File: src/tapes_consts.svh
`ifndef TAPES_CONSTS_SVH
`define TAPES_CONSTS_SVH

// word and lane sizes
`define TAPE_WORD_W      64
`define LANE_W           32

// ram map, tape words first, aux words right after
`define TAPE_DEPTH       256
`define RAM_ADDR_W       9
`define AUX_BASE         256

// aux accumulation shape
`define NUM_ROUNDS       8
`define NUM_SBOX         4       // indices per round
`define READS_PER_INDEX  8
`define READ_STRIDE      32      // word distance between strided reads

// xorshift32 seed
`define SEED_W           32

`endif

File: src/tapes_pkg.sv
`include "tapes_consts.svh"

package tapes_pkg;

    // one request on the shared ram port
    typedef struct packed {
        logic                     we;     // 1 = write, 0 = read
        logic [`RAM_ADDR_W-1:0]   addr;
        logic [`TAPE_WORD_W-1:0]  wdata;  // ignored on reads
    } mem_req_t;

    // one beat on the aux output stream
    typedef struct packed {
        logic [`TAPE_WORD_W-1:0]  data;   // aux word of one round
        logic                     last;   // final round
    } aux_beat_t;

endpackage

File: src/aux_accumulator.sv
`timescale 1ns/100ps
`include "tapes_consts.svh"

module aux_accumulator (
    input  logic                    clk,
    input  logic                    rst,
    input  logic                    start_i,
    input  logic                    grant_i,
    input  logic [`TAPE_WORD_W-1:0] rdata_i,
    output tapes_pkg::mem_req_t     req_o,
    output logic                    req_valid_o,
    output logic                    done_o
);

    typedef enum logic [1:0] {
        ACC_IDLE,
        ACC_READ,
        ACC_DRAIN,      // last read of the round still in flight
        ACC_WRITE
    } acc_state_t;

    acc_state_t                             state_q;
    logic [$clog2(`NUM_ROUNDS)-1:0]         round_q;
    logic [$clog2(`NUM_SBOX)-1:0]           idx_q;
    logic [$clog2(`READS_PER_INDEX)-1:0]    step_q;
    logic                                   rd_pend_q;
    logic [`TAPE_WORD_W-1:0]                acc_q;
    logic [`RAM_ADDR_W-1:0]                 rd_addr;
    logic [`RAM_ADDR_W-1:0]                 wr_addr;

    // round*4 + idx + 32*step
    assign rd_addr = `RAM_ADDR_W'(round_q) * `RAM_ADDR_W'(`NUM_SBOX)
                   + `RAM_ADDR_W'(idx_q)
                   + `RAM_ADDR_W'(step_q) * `RAM_ADDR_W'(`READ_STRIDE);
    assign wr_addr = `RAM_ADDR_W'(`AUX_BASE) + `RAM_ADDR_W'(round_q);

    assign req_valid_o = (state_q == ACC_READ) || (state_q == ACC_WRITE);

    always_comb
    begin
        req_o.we    = (state_q == ACC_WRITE);
        req_o.addr  = (state_q == ACC_WRITE) ? wr_addr : rd_addr;
        req_o.wdata = acc_q;
    end

    always_ff @(posedge clk or negedge rst)
    begin
        if (!rst)
        begin
            state_q   <= ACC_IDLE;
            round_q   <= '0;
            idx_q     <= '0;
            step_q    <= '0;
            rd_pend_q <= 1'b0;
            done_o    <= 1'b0;
        end
        else
        begin
            done_o    <= 1'b0;
            rd_pend_q <= (state_q == ACC_READ) && grant_i;  // data back next cycle
            case (state_q)
                ACC_IDLE:
                begin
                    if (start_i)
                    begin
                        state_q <= ACC_READ;
                        round_q <= '0;
                        idx_q   <= '0;
                        step_q  <= '0;
                    end
                end
                ACC_READ:
                begin
                    if (grant_i)
                    begin
                        step_q <= step_q + 1'b1;
                        if (step_q == ($clog2(`READS_PER_INDEX))'(`READS_PER_INDEX - 1))
                        begin
                            idx_q <= idx_q + 1'b1;
                            if (idx_q == ($clog2(`NUM_SBOX))'(`NUM_SBOX - 1))
                            begin
                                state_q <= ACC_DRAIN;
                            end
                        end
                    end
                end
                ACC_DRAIN: state_q <= ACC_WRITE;
                ACC_WRITE:
                begin
                    if (grant_i)
                    begin
                        round_q <= round_q + 1'b1;
                        if (round_q == ($clog2(`NUM_ROUNDS))'(`NUM_ROUNDS - 1))
                        begin
                            state_q <= ACC_IDLE;
                            done_o  <= 1'b1;        // all aux words stored
                        end
                        else
                        begin
                            state_q <= ACC_READ;
                        end
                    end
                end
                default: state_q <= ACC_IDLE;
            endcase
        end
    end

    // both lanes xor'd independently, mode 0 style
    always_ff @(posedge clk)
    begin
        if (start_i || ((state_q == ACC_WRITE) && grant_i))
        begin
            acc_q <= '0;
        end
        else if (rd_pend_q)
        begin
            acc_q[`LANE_W-1:0] <= acc_q[`LANE_W-1:0] ^ rdata_i[`LANE_W-1:0];
            acc_q[`TAPE_WORD_W-1:`LANE_W] <= acc_q[`TAPE_WORD_W-1:`LANE_W]
                                           ^ rdata_i[`TAPE_WORD_W-1:`LANE_W];
        end
    end

endmodule

File: config.mk
export PLATFORM = sky130hd
export DESIGN_NAME = aux_accumulator
export DESIGN_NICKNAME = d
export VERILOG_FILES = /design/src/tapes_pkg.sv /design/src/aux_accumulator.sv
export VERILOG_INCLUDE_DIRS = /design/src
export SDC_FILE = /design/constraint.sdc
export NUM_CORES = 1
export LEC_CHECK = 0
export BUFFER_PORTS_ARGS = -buffer_cell sky130_fd_sc_hd__buf_4
export CORE_MARGIN = 2
export CORE_UTILIZATION = 50
export CTS_CLUSTER_DIAMETER = 120
export DETAILED_ROUTE_END_ITERATION = 10
export HOLD_SLACK_MARGIN = 0.08
export PLACE_DENSITY = 0.83
export RECOVER_POWER = 100
export SYNTH_ARGS = -nofsm -noshare
export SYNTH_HDL_FRONTEND = slang
export SYNTH_SLANG_ARGS = --single-unit
File: constraint.sdc
create_clock -name clk -period 3.3 [get_ports clk]
set_input_delay 0.33 -clock clk [delete_from_list [all_inputs] [get_ports clk]]
set_output_delay 0.33 -clock clk [all_outputs]
set_load 0.05 [all_outputs]
==> summary.md, run 1 <==
| Metric | Value |
|---|---|
| Detailed-route DRC error count | `0` |
| Status | `finished clean` |
| Int Power | `1893 uW` |
| Crit. End Element | `output port` |
| Count of inserted antenna diode cells | `0` |
| Fraction of met2 tracks used by global routing | `34.98%` |
| Synthesized area per cell | `8.999 um^2` |
| Placed Instance Area | `4290 um^2` |
| Via density | `4.691` |
| Clock latency reported for the late side of the worst-skew pair | `around 330 ps` |
| Synthesized net count | `430` |
| Die boundary width | `83.71 um` |
| Time the worst path needs with I/O delays and setup | `2425 ps` |
| Total I/O pin count | `144` |
| Most used cells in the layout excluding fill and tap cells | `clkbuf_1, nand2_1, nor2_1, buf_4` |
| Area used by multi-input combinational logic | `1476 um^2` |
| Total clock sinks | `76` |
| Count of antenna-violating nets left after detailed routing | `0` |
| Num CTS Buffers | `9` |
| Commonest non-fill, non-tap cell in the layout | `clkbuf_1` |
| Largest cells by area after synthesis | `dfxtp_1, xor2_1, dfrtp_1` |
| Grt peak-use layer | `met2` |
| Max Buffers Root-to-Sink | `2` |
| Met1 GRT Util | `25.68%` |
| Worst Max-Slew Pin Slew | `between 1000 and 1500 ps` |
| Startpoint Class | `register` |
| Place WS | `1196 ps` |
| Post-cts sizing count | `0` |
| Proportion of netlist area held by the largest area contributor | `approximately two fifths` |
| Wire length of the first global-routing pass | `12110 um` |
| Netlist area before placement | `3177 um^2` |
| Row cnt | `29` |
| Die Area | `about 7000 um^2` |
| DR pass1 iterations | `6` |
| Clock network power share | `19.9%` |
| Drt wl/cell | `12.28 um` |
| Clock transition at the registers of the reported paths | `80 ps` |
| Clock tree from TritonCTS | `done` |
| Worst vdd ir | `436.8 uV` |
| Distinct cell type count after synthesis | `29` |
| Power density cells | `~840 nW/um^2` |
| Root buffer cell | `clkbuf_8` |
| Slew Viols, Final | `0` |
| Max FO, Critical Path | `20` |
| Count of nets after finishing | `roughly 570` |
| Final hold violation count | `0` |
| Switching part of the total | `between 40% and 50%` |
| Initial core utilization | `50.90%` |
| Final worst path period share | `73.49%` |
| Power dissipated by switching net loads | `1626 uW` |
| Source of the worst register-to-register timing path | `state_q[0]` |
| Final setup margin | `874.8 ps` |
| Class of the tightest hold or removal check | `in2reg` |
| Count of flip-flops with a built-in enable after synthesis | `0` |
| Proportion of layout cells with a drive suffix above 1 | `17.34%` |
| Overflow left after global routing | `0` |
| Headroom to the max-slew limit | `29.16%` |
| Yosys top cell by area | `dfxtp_1` |
| Sequential area share after synthesis | `49.78%` |
| Portion of total power attributed to combinational logic | `43.3%` |
| Leak Pwr | `0.001846 uW` |
| Pin count of the biggest net entering global routing | `65` |
| Required time worst endpoint | `2970 ps` |
| Final setup violating endpoints | `0` |
| Number of filler instances in the final layout | `578` |
| DR iter-0 viols | `123` |
| Routed WL | `7034 um` |
| Register cell area after layout | `1583 um^2` |
| Area growth syn-to-layout | `32.26%` |
| Primary flip-flop cell chosen by synthesis mapping | `dfxtp_1` |
| Synthesized instance count | `353` |
| Number of antenna violations at the first check in global routing | `0` |
| Hpwl dp | `5074 um` |
| Global placement routability congestion | `approximately 0.8` |
| Number of synthesized register bits | `76` |
| Crit path DAT | `approximately 2100 ps` |
| Ys async rst share | `between 15 and 20%` |
| Synth warn | `0` |
| Global-route track usage on met3 | `5.045%` |
| H-tree levels | `3` |
| Post-Layout Inst Area | `4202 um^2` |
| HP Start | `start_i` |
| Start-to-end type of the worst setup path | `reg2out` |
| Vertical die dimension | `~84 um` |
| Tot GR Track Use | `20.77%` |
| Setup TNS | `0 ps` |
| Worst Skew | `between 10 and 15 ps` |
| Total of buffers placed on input and output ports | `143` |
| Floorplan Core Area | `6241 um^2` |
| Number of vias in the routed layout | `between 2000 and 3000` |
| Timing startpoint of the critical path | `state_q[0]` |
| Count of maximum capacitance violations | `0` |
| Portion of total power attributed to sequential cells | `36.8%` |
| Maximum frequency from static timing analysis | `412.3 MHz` |
| Number of global-route vias before repair | `2680` |
| Unrepaired setup endpoints after global routing | `false` |
[cell families (layout without fill, tap and decap cells)]
| family | count (synthesis) | count (layout) | share of synthesized area, % |
|---|---|---|---|
| XOR/XNOR | 64 | 64 | 17.64 |
| adder cells (fa/ha/maj) | 9 | 9 | 3.545 |
| buffers and inverters | 26 | 169 | 3.427 |
| multiplexers | 8 | 8 | 2.796 |
| AND/OR/NAND/NOR | 151 | 151 | 18.87 |
| flip-flops | 76 | 76 | 49.78 |
| AO/OA/AOI/OAI | 19 | 19 | 3.939 |
[timing repair]
item | in CTS | in global routing
hold buffers | 1 | 0
endpoints found under the hold margin | 12 | 0
buffers inserted | 0 | 0
[synthesized netlist by cell type (all sizes together), types with 4 or more instances]
cell and count:
nor2 66, xor2 64, inv 8, o21ai 8, and3 4, dfrtp 12, clkbuf 14, dfxtp 64
mux2i 4, nor2b 5, buf 4, nand2 72, ha 9, mux2 4
[power by group through the flow]
stage / sequential, uW / clock, uW / combinational (uW)
finish: 1300 / 700 / 1520
global route: 1330 / 762 / 1640
CTS: 1300 / 730 / 1710
detailed placement: 1320 / 0 / 1700
global placement: 1310 / 0 / 1670
floorplan: 1660 / 0 / 881
[per-layer routing]
metal	vias to the layer above	wire (um)
met3	10	415
li1	1370	-
met4	0	135
met5	-	0
met2	91	3457
met1	1217	3025
[sequential cells by signal, summed over array words and instances (netlist names)]
signal and cells:
idx_q 2, rd_pend_q 1, round_q 3, state_q 2, done_o 1, step_q 3
acc_q 64
[layout make-up]
cell class                 count  share of cell area, %
inverter                       8                 0.7147
tap                           77                  2.293
sequential                    76                  37.67
clock buffer                  11                  3.365
timing repair buffer         145                  19.39
clock inverter                 5                  1.429
multi-input combinational    251                  35.14
[final timing paths]
| path | endpoint | slack [ps] | cells after the start |
|---|---|---|---|
| worst max-delay path | req_o[66] | 870 | 3 |
| worst min-delay path | round_q[2] | 320 | 3 |
| worst max register to register | acc_q[61] | 930 | 4 |
| worst min register to register | acc_q[17] | 520 | 2 |
| max in group asynchronous | rd_pend_q | 2270 | 2 |
| min in group asynchronous | step_q[0] | 560 | 2 |
[per-stage QoR]
| stage | util [%] | power [uW] | hold slack (ps) | instances |
|---|---|---|---|---|
| 2_1_floorplan | - | 2540 | 34.41 | 353 |
| 3_3_place_gp | 68.75 | 2985 | 180.3 | 556 |
| 3_5_place_dp | 68.75 | 3018 | 183.7 | 556 |
| 4_1_cts | 72.13 | 3740 | 301.9 | 573 |
| 5_1_grt | 67.32 | 3734 | 327.4 | 573 |
| 6_report | 67.32 | 3519 | 320.2 | 573 |
[critical path, stage by stage, from the launching register on]
cell and delay (ps):
dfrtp_1 440, ha_1 590, mux2_2 270, clkbuf_1 480
(Power assumes the default switching activity.)
==> run 2, diff against run 1 <==
CORE_UTILIZATION = 47   (was 50)
PLACE_DENSITY = 0.79   (was 0.83)
clock period = 2.4 ns   (was 3.3 ns; I/O delays follow)
==> summary.md, run 2 (synthesized netlist as in run 1, its figures left out) <==
| Metric | Value |
|---|---|
| Routed length on met3 | `464 um (+12%)` |
| Floorplan Core Area | `6459 um^2 (+3.5%)` |
| Final core occ | `65.42% (-1.9 points)` |
| Number of antenna violations at the first check in global routing | `0 (unchanged)` |
| Reg2reg setup slack | `290 ps (-640 ps)` |
| Initial core utilization | `49.19% (-1.7 points)` |
| Die boundary width | `86.22 um (+3.0%)` |
| H-tree levels | `3 (unchanged)` |
| Number of flip-flops under the largest register name | `64 (unchanged)` |
| Required time worst endpoint | `2160 ps (-810 ps)` |
| Reg2Reg Capture Point | `acc_q[34]` |
| Max FO, Critical Path | `16 (-20%)` |
| Headroom to the max-slew limit | `51.56% (+22 points)` |
| End of the worst hold path | `round_q[2]` |
| Area used by multi-input combinational logic | `1483 um^2 (+0.42%)` |
| Longest individual stage delay on the worst path | `490 ps (-100 ps)` |
| Count of maximum capacitance violations | `0 (unchanged)` |
| Power density cells | `1156 nW/um^2 (+38%)` |
| Leak Pwr | `0.001866 uW (+1.0%)` |
| Via density | `4.808 (+2.5%)` |
| Critical path cell sequence | `ha_1 > buf_4 > nor2b_1 > clkbuf_1` |
| Worst path buffer plus inverter count | `2 (+1)` |
| Commonest non-fill, non-tap cell in the layout | `clkbuf_1` |
| Root buffer cell | `clkbuf_8` |
| Source of the worst register-to-register timing path | `state_q[0]` |
| Proportion of layout cells with a drive suffix above 1 | `18.31% (+0.97 points)` |
| Class of the tightest hold or removal check | `in2reg` |
| Worst vdd ir | `845.5 uV (+94%)` |
| Count of antenna-violating nets left after detailed routing | `0 (unchanged)` |
| Num CTS Buffers | `9 (unchanged)` |
| Startpoint Class | `register` |
| Number of global-route vias before repair | `2641 (-1.5%)` |
| Overflow left after global routing | `0 (unchanged)` |
| Setup TNS | `0 ps (unchanged)` |
| Final worst path period share | `91.31%` |
| Placed Cells incl. Taps | `558 (+0.36%)` |
| DR iter-0 viols | `92 (-25%)` |
| DR pass1 iterations | `4 (-2)` |
| Die Area | `7433 um^2 (+6.1%)` |
| Count of inserted antenna diode cells | `0 (unchanged)` |
| Total clock sinks | `76 (unchanged)` |
| Time the worst path needs with I/O delays and setup | `2192 ps` |
| Row cnt | `29 (unchanged)` |
| Top Layer Used | `met4` |
| Slew Viols, Final | `0 (unchanged)` |
| Register cell area after layout | `1583 um^2 (unchanged)` |
| Clock tree from TritonCTS | `done` |
| Placed Instance Area | `4318 um^2 (+0.64%)` |
| Crit-path leading delay family | `buffers and inverters` |
| Filler-free cell count of the finished design | `574 (+0.17%)` |
| Drt wl/cell | `13.12 um (+6.9%)` |
| Max Buffers Root-to-Sink | `2 (unchanged)` |
| Post-cts sizing count | `0 (unchanged)` |
| Worst Skew | `7.104 ps (-4.156 ps)` |
| Vertical die dimension | `86.22 um (+3.0%)` |
| Area growth syn-to-layout | `33.01%` |
| Depth of the worst hold-timing path | `3 (unchanged)` |
| Reg2reg path depth | `5 (+1)` |
| Status | `finished clean` |
| Unrepaired setup endpoints after global routing | `false` |
| Slowest cell on crit path | `clkbuf_1` |
| Total of buffers placed on input and output ports | `143 (unchanged)` |
| Most used cells in the layout excluding fill and tap cells | `clkbuf_1, nand2_1, buf_4, nor2_1` |
| Met1 Routed Length | `3158 um (+4.4%)` |
| Routed WL | `7529 um (+7.0%)` |
| Maximum frequency from static timing analysis | `456.3 MHz` |
| Largest reg by FF count | `acc_q` |
| Total I/O pin count | `144 (unchanged)` |
| Largest registers ranked by flip-flop count | `acc_q (64), round_q (3), step_q (3)` |
| Tot Pwr | `4883 uW (+39%)` |
| Post-Layout Inst Area | `4225 um^2 (+0.57%)` |
| Pin count of the biggest net entering global routing | `51 (-22%)` |
| Clock transition at the registers of the reported paths | `80 ps (about the same)` |
| Count of nets after finishing | `570 (+0.35%)` |
| Hpwl dp | `5513 um (+8.7%)` |
| Clock latency reported for the late side of the worst-skew pair | `340 ps (about the same)` |
| Final setup violating endpoints | `0 (unchanged)` |
| WL met2 | `3736 um (+8.1%)` |
| Global placement routability congestion | `0.9095 (+16%)` |
| Worst Max-Slew Pin Slew | `726.6 ps (-335.9 ps)` |
| Number of vias in the routed layout | `2760 (+2.7%)` |
| Wire length of the first global-routing pass | `11850 um (-2.1%)` |
| Crit path DAT | `1950 ps (-150 ps)` |
| Crit. End Element | `output port` |
| Detailed-route DRC error count | `0 (unchanged)` |
| Tot GR Track Use | `20.06% (-0.71 points)` |
| Number of filler instances in the final layout | `588 (+1.7%)` |
| Final hold violation count | `0 (unchanged)` |
| HP Start | `start_i` |
| Start-to-end type of the worst setup path | `reg2out` |
## run 2: through the flow
step | worst slack (ps) | hold slack [ps]
6_report | 208.5 | 209.7
3_5_place_dp | 360.7 | 86.08
3_3_place_gp | 521.9 | 86.36
4_1_cts | 295.0 | 196.1
5_1_grt | 136.1 | 223.1
2_1_floorplan | 73.47 | -55.59
## run 2: worst max path at each step
stage,to,depth (start not counted),slack [ps],start
3_3_place_gp,idx_q[0],6,520,state_q[0]
4_1_cts,req_o[64],4,290,state_q[0]
5_1_grt,req_o[65],5,140,state_q[0]
3_5_place_dp,idx_q[0],6,360,state_q[0]
2_1_floorplan,state_q[1],5,70,state_q[0]
6_report,req_o[68],4,210,state_q[0]
## run 2: cell type report
class                   count  share of cell area [%]
multi-input cells         251                   35.09
clock inverters             6                   1.540
clock buffers               9                   2.932
repair buffers            147                   19.99
inverters                   8                  0.7107
flip-flops and latches     76                   37.46
well taps                  77                   2.280
## run 2: power breakdown
part	internal (uW)	switching (uW)	leakage [uW]	total (uW)
Combinational	612	1600	0.00109	2210
Sequential	1510	213	0.000676	1720
Clock	476	474	0.0000955	950
Total	2600	2290	0.00187	4880
## run 2: layer usage
metal	up-vias	global-route usage [%]
met2	100	33.40
met3	14	5.238
met5	-	0
met4	0	10.09
li1	1368	-
met1	1278	24.00
## run 2: tightest hold or removal path: cells and delay by family
kind,cells,cell delay [ps]
compound gates,1,90
simple gates,1,90
buf+inv,1,90
## run 2: timing repair
item                                   CTS  global route
hold buffers                             1             0
endpoints found under the hold margin   12             0
setup buffers                            0             0
==> run 3, diff against run 2 <==
clock period = 2.1 ns   (was 2.4 ns; I/O delays follow)
==> summary.md, run 3 (synthesized netlist as in run 1, its figures left out) <==
| Metric | Value |
|---|---|
| Wire length of the first global-routing pass | `11360 um (-4.2%)` |
| Die boundary width | `86.22 um (unchanged)` |
| Routed WL | `7106 um (-5.6%)` |
| Max Buffers Root-to-Sink | `2 (unchanged)` |
| Number of flip-flops under the largest register name | `64 (unchanged)` |
| Largest reg by FF count | `acc_q` |
| Final setup violating endpoints | `0 (unchanged)` |
| Count of maximum capacitance violations | `0 (unchanged)` |
| Place WS | `106.9 ps (-253.8 ps)` |
| Detailed-route DRC error count | `0 (unchanged)` |
| Max FO, Critical Path | `19 (+3)` |
| Via density | `4.736 (-1.5%)` |
| Startpoint Class | `register` |
| Power density cells | `1341 nW/um^2 (+16%)` |
| Number of filler instances in the final layout | `587 (-0.17%)` |
| Start-to-end type of the worst setup path | `reg2out` |
| Class of the tightest hold or removal check | `in2reg` |
| Number of global-route vias before repair | `2642 (+0.038%)` |
| Reg2reg setup slack | `250 ps (-40 ps)` |
| Row cnt | `29 (unchanged)` |
| Count of antenna-violating nets left after detailed routing | `0 (unchanged)` |
| Maximum frequency from static timing analysis | `approximately 500 MHz` |
| Total clock sinks | `76 (unchanged)` |
| H-tree levels | `3 (unchanged)` |
| Worst vdd ir | `540.8 uV (-36%)` |
| Clock latency reported for the late side of the worst-skew pair | `340 ps (about the same)` |
| Portion of total power attributed to combinational logic | `44.6% (-0.7 points)` |
| Final setup margin | `113.7 ps (-94.78 ps)` |
| Slew Viols, Final | `0 (unchanged)` |
| Final hold violation count | `0 (unchanged)` |
| Depth of the worst hold-timing path | `3 (unchanged)` |
| Leak Pwr | `0.001909 uW (+2.3%)` |
| Initial core utilization | `49.19% (unchanged)` |
| Area used by multi-input combinational logic | `1494 um^2 (+0.76%)` |
| Commonest non-fill, non-tap cell in the layout | `nand2_1` |
| Power dissipated by switching net loads | `2586 uW (+13%)` |
| Unrepaired setup endpoints after global routing | `false` |
| Number of antenna violations at the first check in global routing | `0 (unchanged)` |
| Setup TNS | `0 ps (unchanged)` |
| Drt wl/cell | `12.34 um (-5.9%)` |
| Die Area | `7433 um^2 (unchanged)` |
| Time the worst path needs with I/O delays and setup | `1986 ps` |
| End of the worst hold path | `round_q[2]` |
| Int Power | `3142 uW (+21%)` |
| Proportion of layout cells with a drive suffix above 1 | `20.64% (+2.3 points)` |
| Switching part of the total | `45.15% (-1.7 points)` |
| Tot GR Track Use | `19.03% (-1.0 points)` |
| Worst Max-Slew Pin Slew | `703.9 ps (-22.77 ps)` |
| Total I/O pin count | `144 (unchanged)` |
| Placed Instance Area | `4318 um^2 (unchanged)` |
| Total of buffers placed on input and output ports | `143 (unchanged)` |
| Most used cells in the layout excluding fill and tap cells | `nand2_1, clkbuf_1, buf_4, nor2_1` |
| Worst Skew | `11.08 ps (+3.979 ps)` |
| Floorplan Core Area | `6459 um^2 (unchanged)` |
| DR iter-0 viols | `83 (-9.8%)` |
| DR pass1 iterations | `4 (unchanged)` |
| Reg2reg path depth | `5 (unchanged)` |
| Global placement routability congestion | `0.8593 (-5.5%)` |
| Clock tree from TritonCTS | `done` |
| Overflow left after global routing | `0 (unchanged)` |
| Hpwl dp | `5227 um (-5.2%)` |
| Num CTS Buffers | `9 (unchanged)` |
| Crit. End Element | `output port` |
| Pin count of the biggest net entering global routing | `52 (+2.0%)` |
| Required time worst endpoint | `1890 ps (-270 ps)` |
| Final worst path period share | `94.59%` |
| Filler-free cell count of the finished design | `576 (+0.35%)` |
| HP Start | `start_i` |
| Area growth syn-to-layout | `34.42%` |
| Root buffer cell | `clkbuf_8` |
| Status | `finished clean` |
| Clock transition at the registers of the reported paths | `70 ps (about the same)` |
| Headroom to the max-slew limit | `53.08% (+1.5 points)` |
| Clock network power share | `21.1% (+1.6 points)` |
| Largest registers ranked by flip-flop count | `acc_q (64), round_q (3), step_q (3)` |
| Portion of total power attributed to sequential cells | `34.3% (-1.0 points)` |
| Source of the worst register-to-register timing path | `state_q[0]` |
| Count of nets after finishing | `571 (+0.18%)` |
| Post-Layout Inst Area | `4270 um^2 (+1.1%)` |
| Crit path DAT | `1780 ps (-170 ps)` |
| Vertical die dimension | `86.22 um (unchanged)` |
| Number of vias in the routed layout | `2728 (-1.2%)` |
| Final core occ | `66.12% (+0.70 points)` |
| Placed Cells incl. Taps | `559 (+0.18%)` |
| Register cell area after layout | `1583 um^2 (unchanged)` |
| Reg2Reg Capture Point | `acc_q[44]` |
| Count of inserted antenna diode cells | `0 (unchanged)` |
| Post-CTS repair timing setup buffer count | `0 (unchanged)` |
run 3: changes by cell type in the layout (fill, tap and decap cells not counted), moves of 2 or more:
| cell | before | now |
|---|---|---|
| clkbuf_1 | 75 | 68 |
| clkbuf_2 | 2 | 11 |
| clkbuf_4 | 0 | 2 |
| clkinv_2 | 2 | 0 |
run 3: worst max path at each step:
| stage | startpoint | endpoint | slack [ps] | cells after the start |
|---|---|---|---|---|
| global placement | state_q[0] | idx_q[0] | 200 | 6 |
| finish | state_q[0] | req_o[66] | 110 | 4 |
| global route | state_q[0] | req_o[64] | 30 | 4 |
| detailed placement | state_q[0] | idx_q[0] | 110 | 6 |
| floorplan | state_q[0] | req_o[65] | 70 | 4 |
| CTS | state_q[0] | idx_q[0] | 90 | 6 |
run 3: worst max-delay path: stages, from the launching register on:
cell      delay (ps)
dfrtp_1          450
ha_1             210
buf_4            220
mux2_2           350
clkbuf_4         210
run 3: power by group through the flow:
stage,Clock [uW],Sequential [uW],Combinational [uW]
after floorplan,0,2610,1410
after global placement,0,1990,2750
after detailed placement,0,2000,2790
after CTS,1240,1970,2810
after global routing,1300,2000,2750
final,1210,1960,2550
run 3: per-layer routing:
layer  wire length, um  track usage [%]
met1              2808            20.67
met5                 0                0
met3               536            5.524
met2              3487            33.05
met4               274            10.94
run 3: cell type report:
cell class,instances,share of cell area [%]
timing repair buffer,148,19.92
clock inverter,5,1.992
clock buffer,11,3.076
inverter,8,0.7032
tap,77,2.256
sequential,76,37.06
multi-input combinational,251,34.98
run 3: per-stage QoR:
stage          power [uW]  hold slack, ps
2_1_floorplan        4013          -85.59
3_3_place_gp         4736           59.79
3_5_place_dp         4791           60.61
4_1_cts              6018           179.4
5_1_grt              6054           177.2
6_report             5727           193.6
run 3: timing repair:
action,CTS,global route
hold buffers,1,0
resized for setup,0,2
hold endpoints to repair,12,0
setup endpoints to repair,0,1
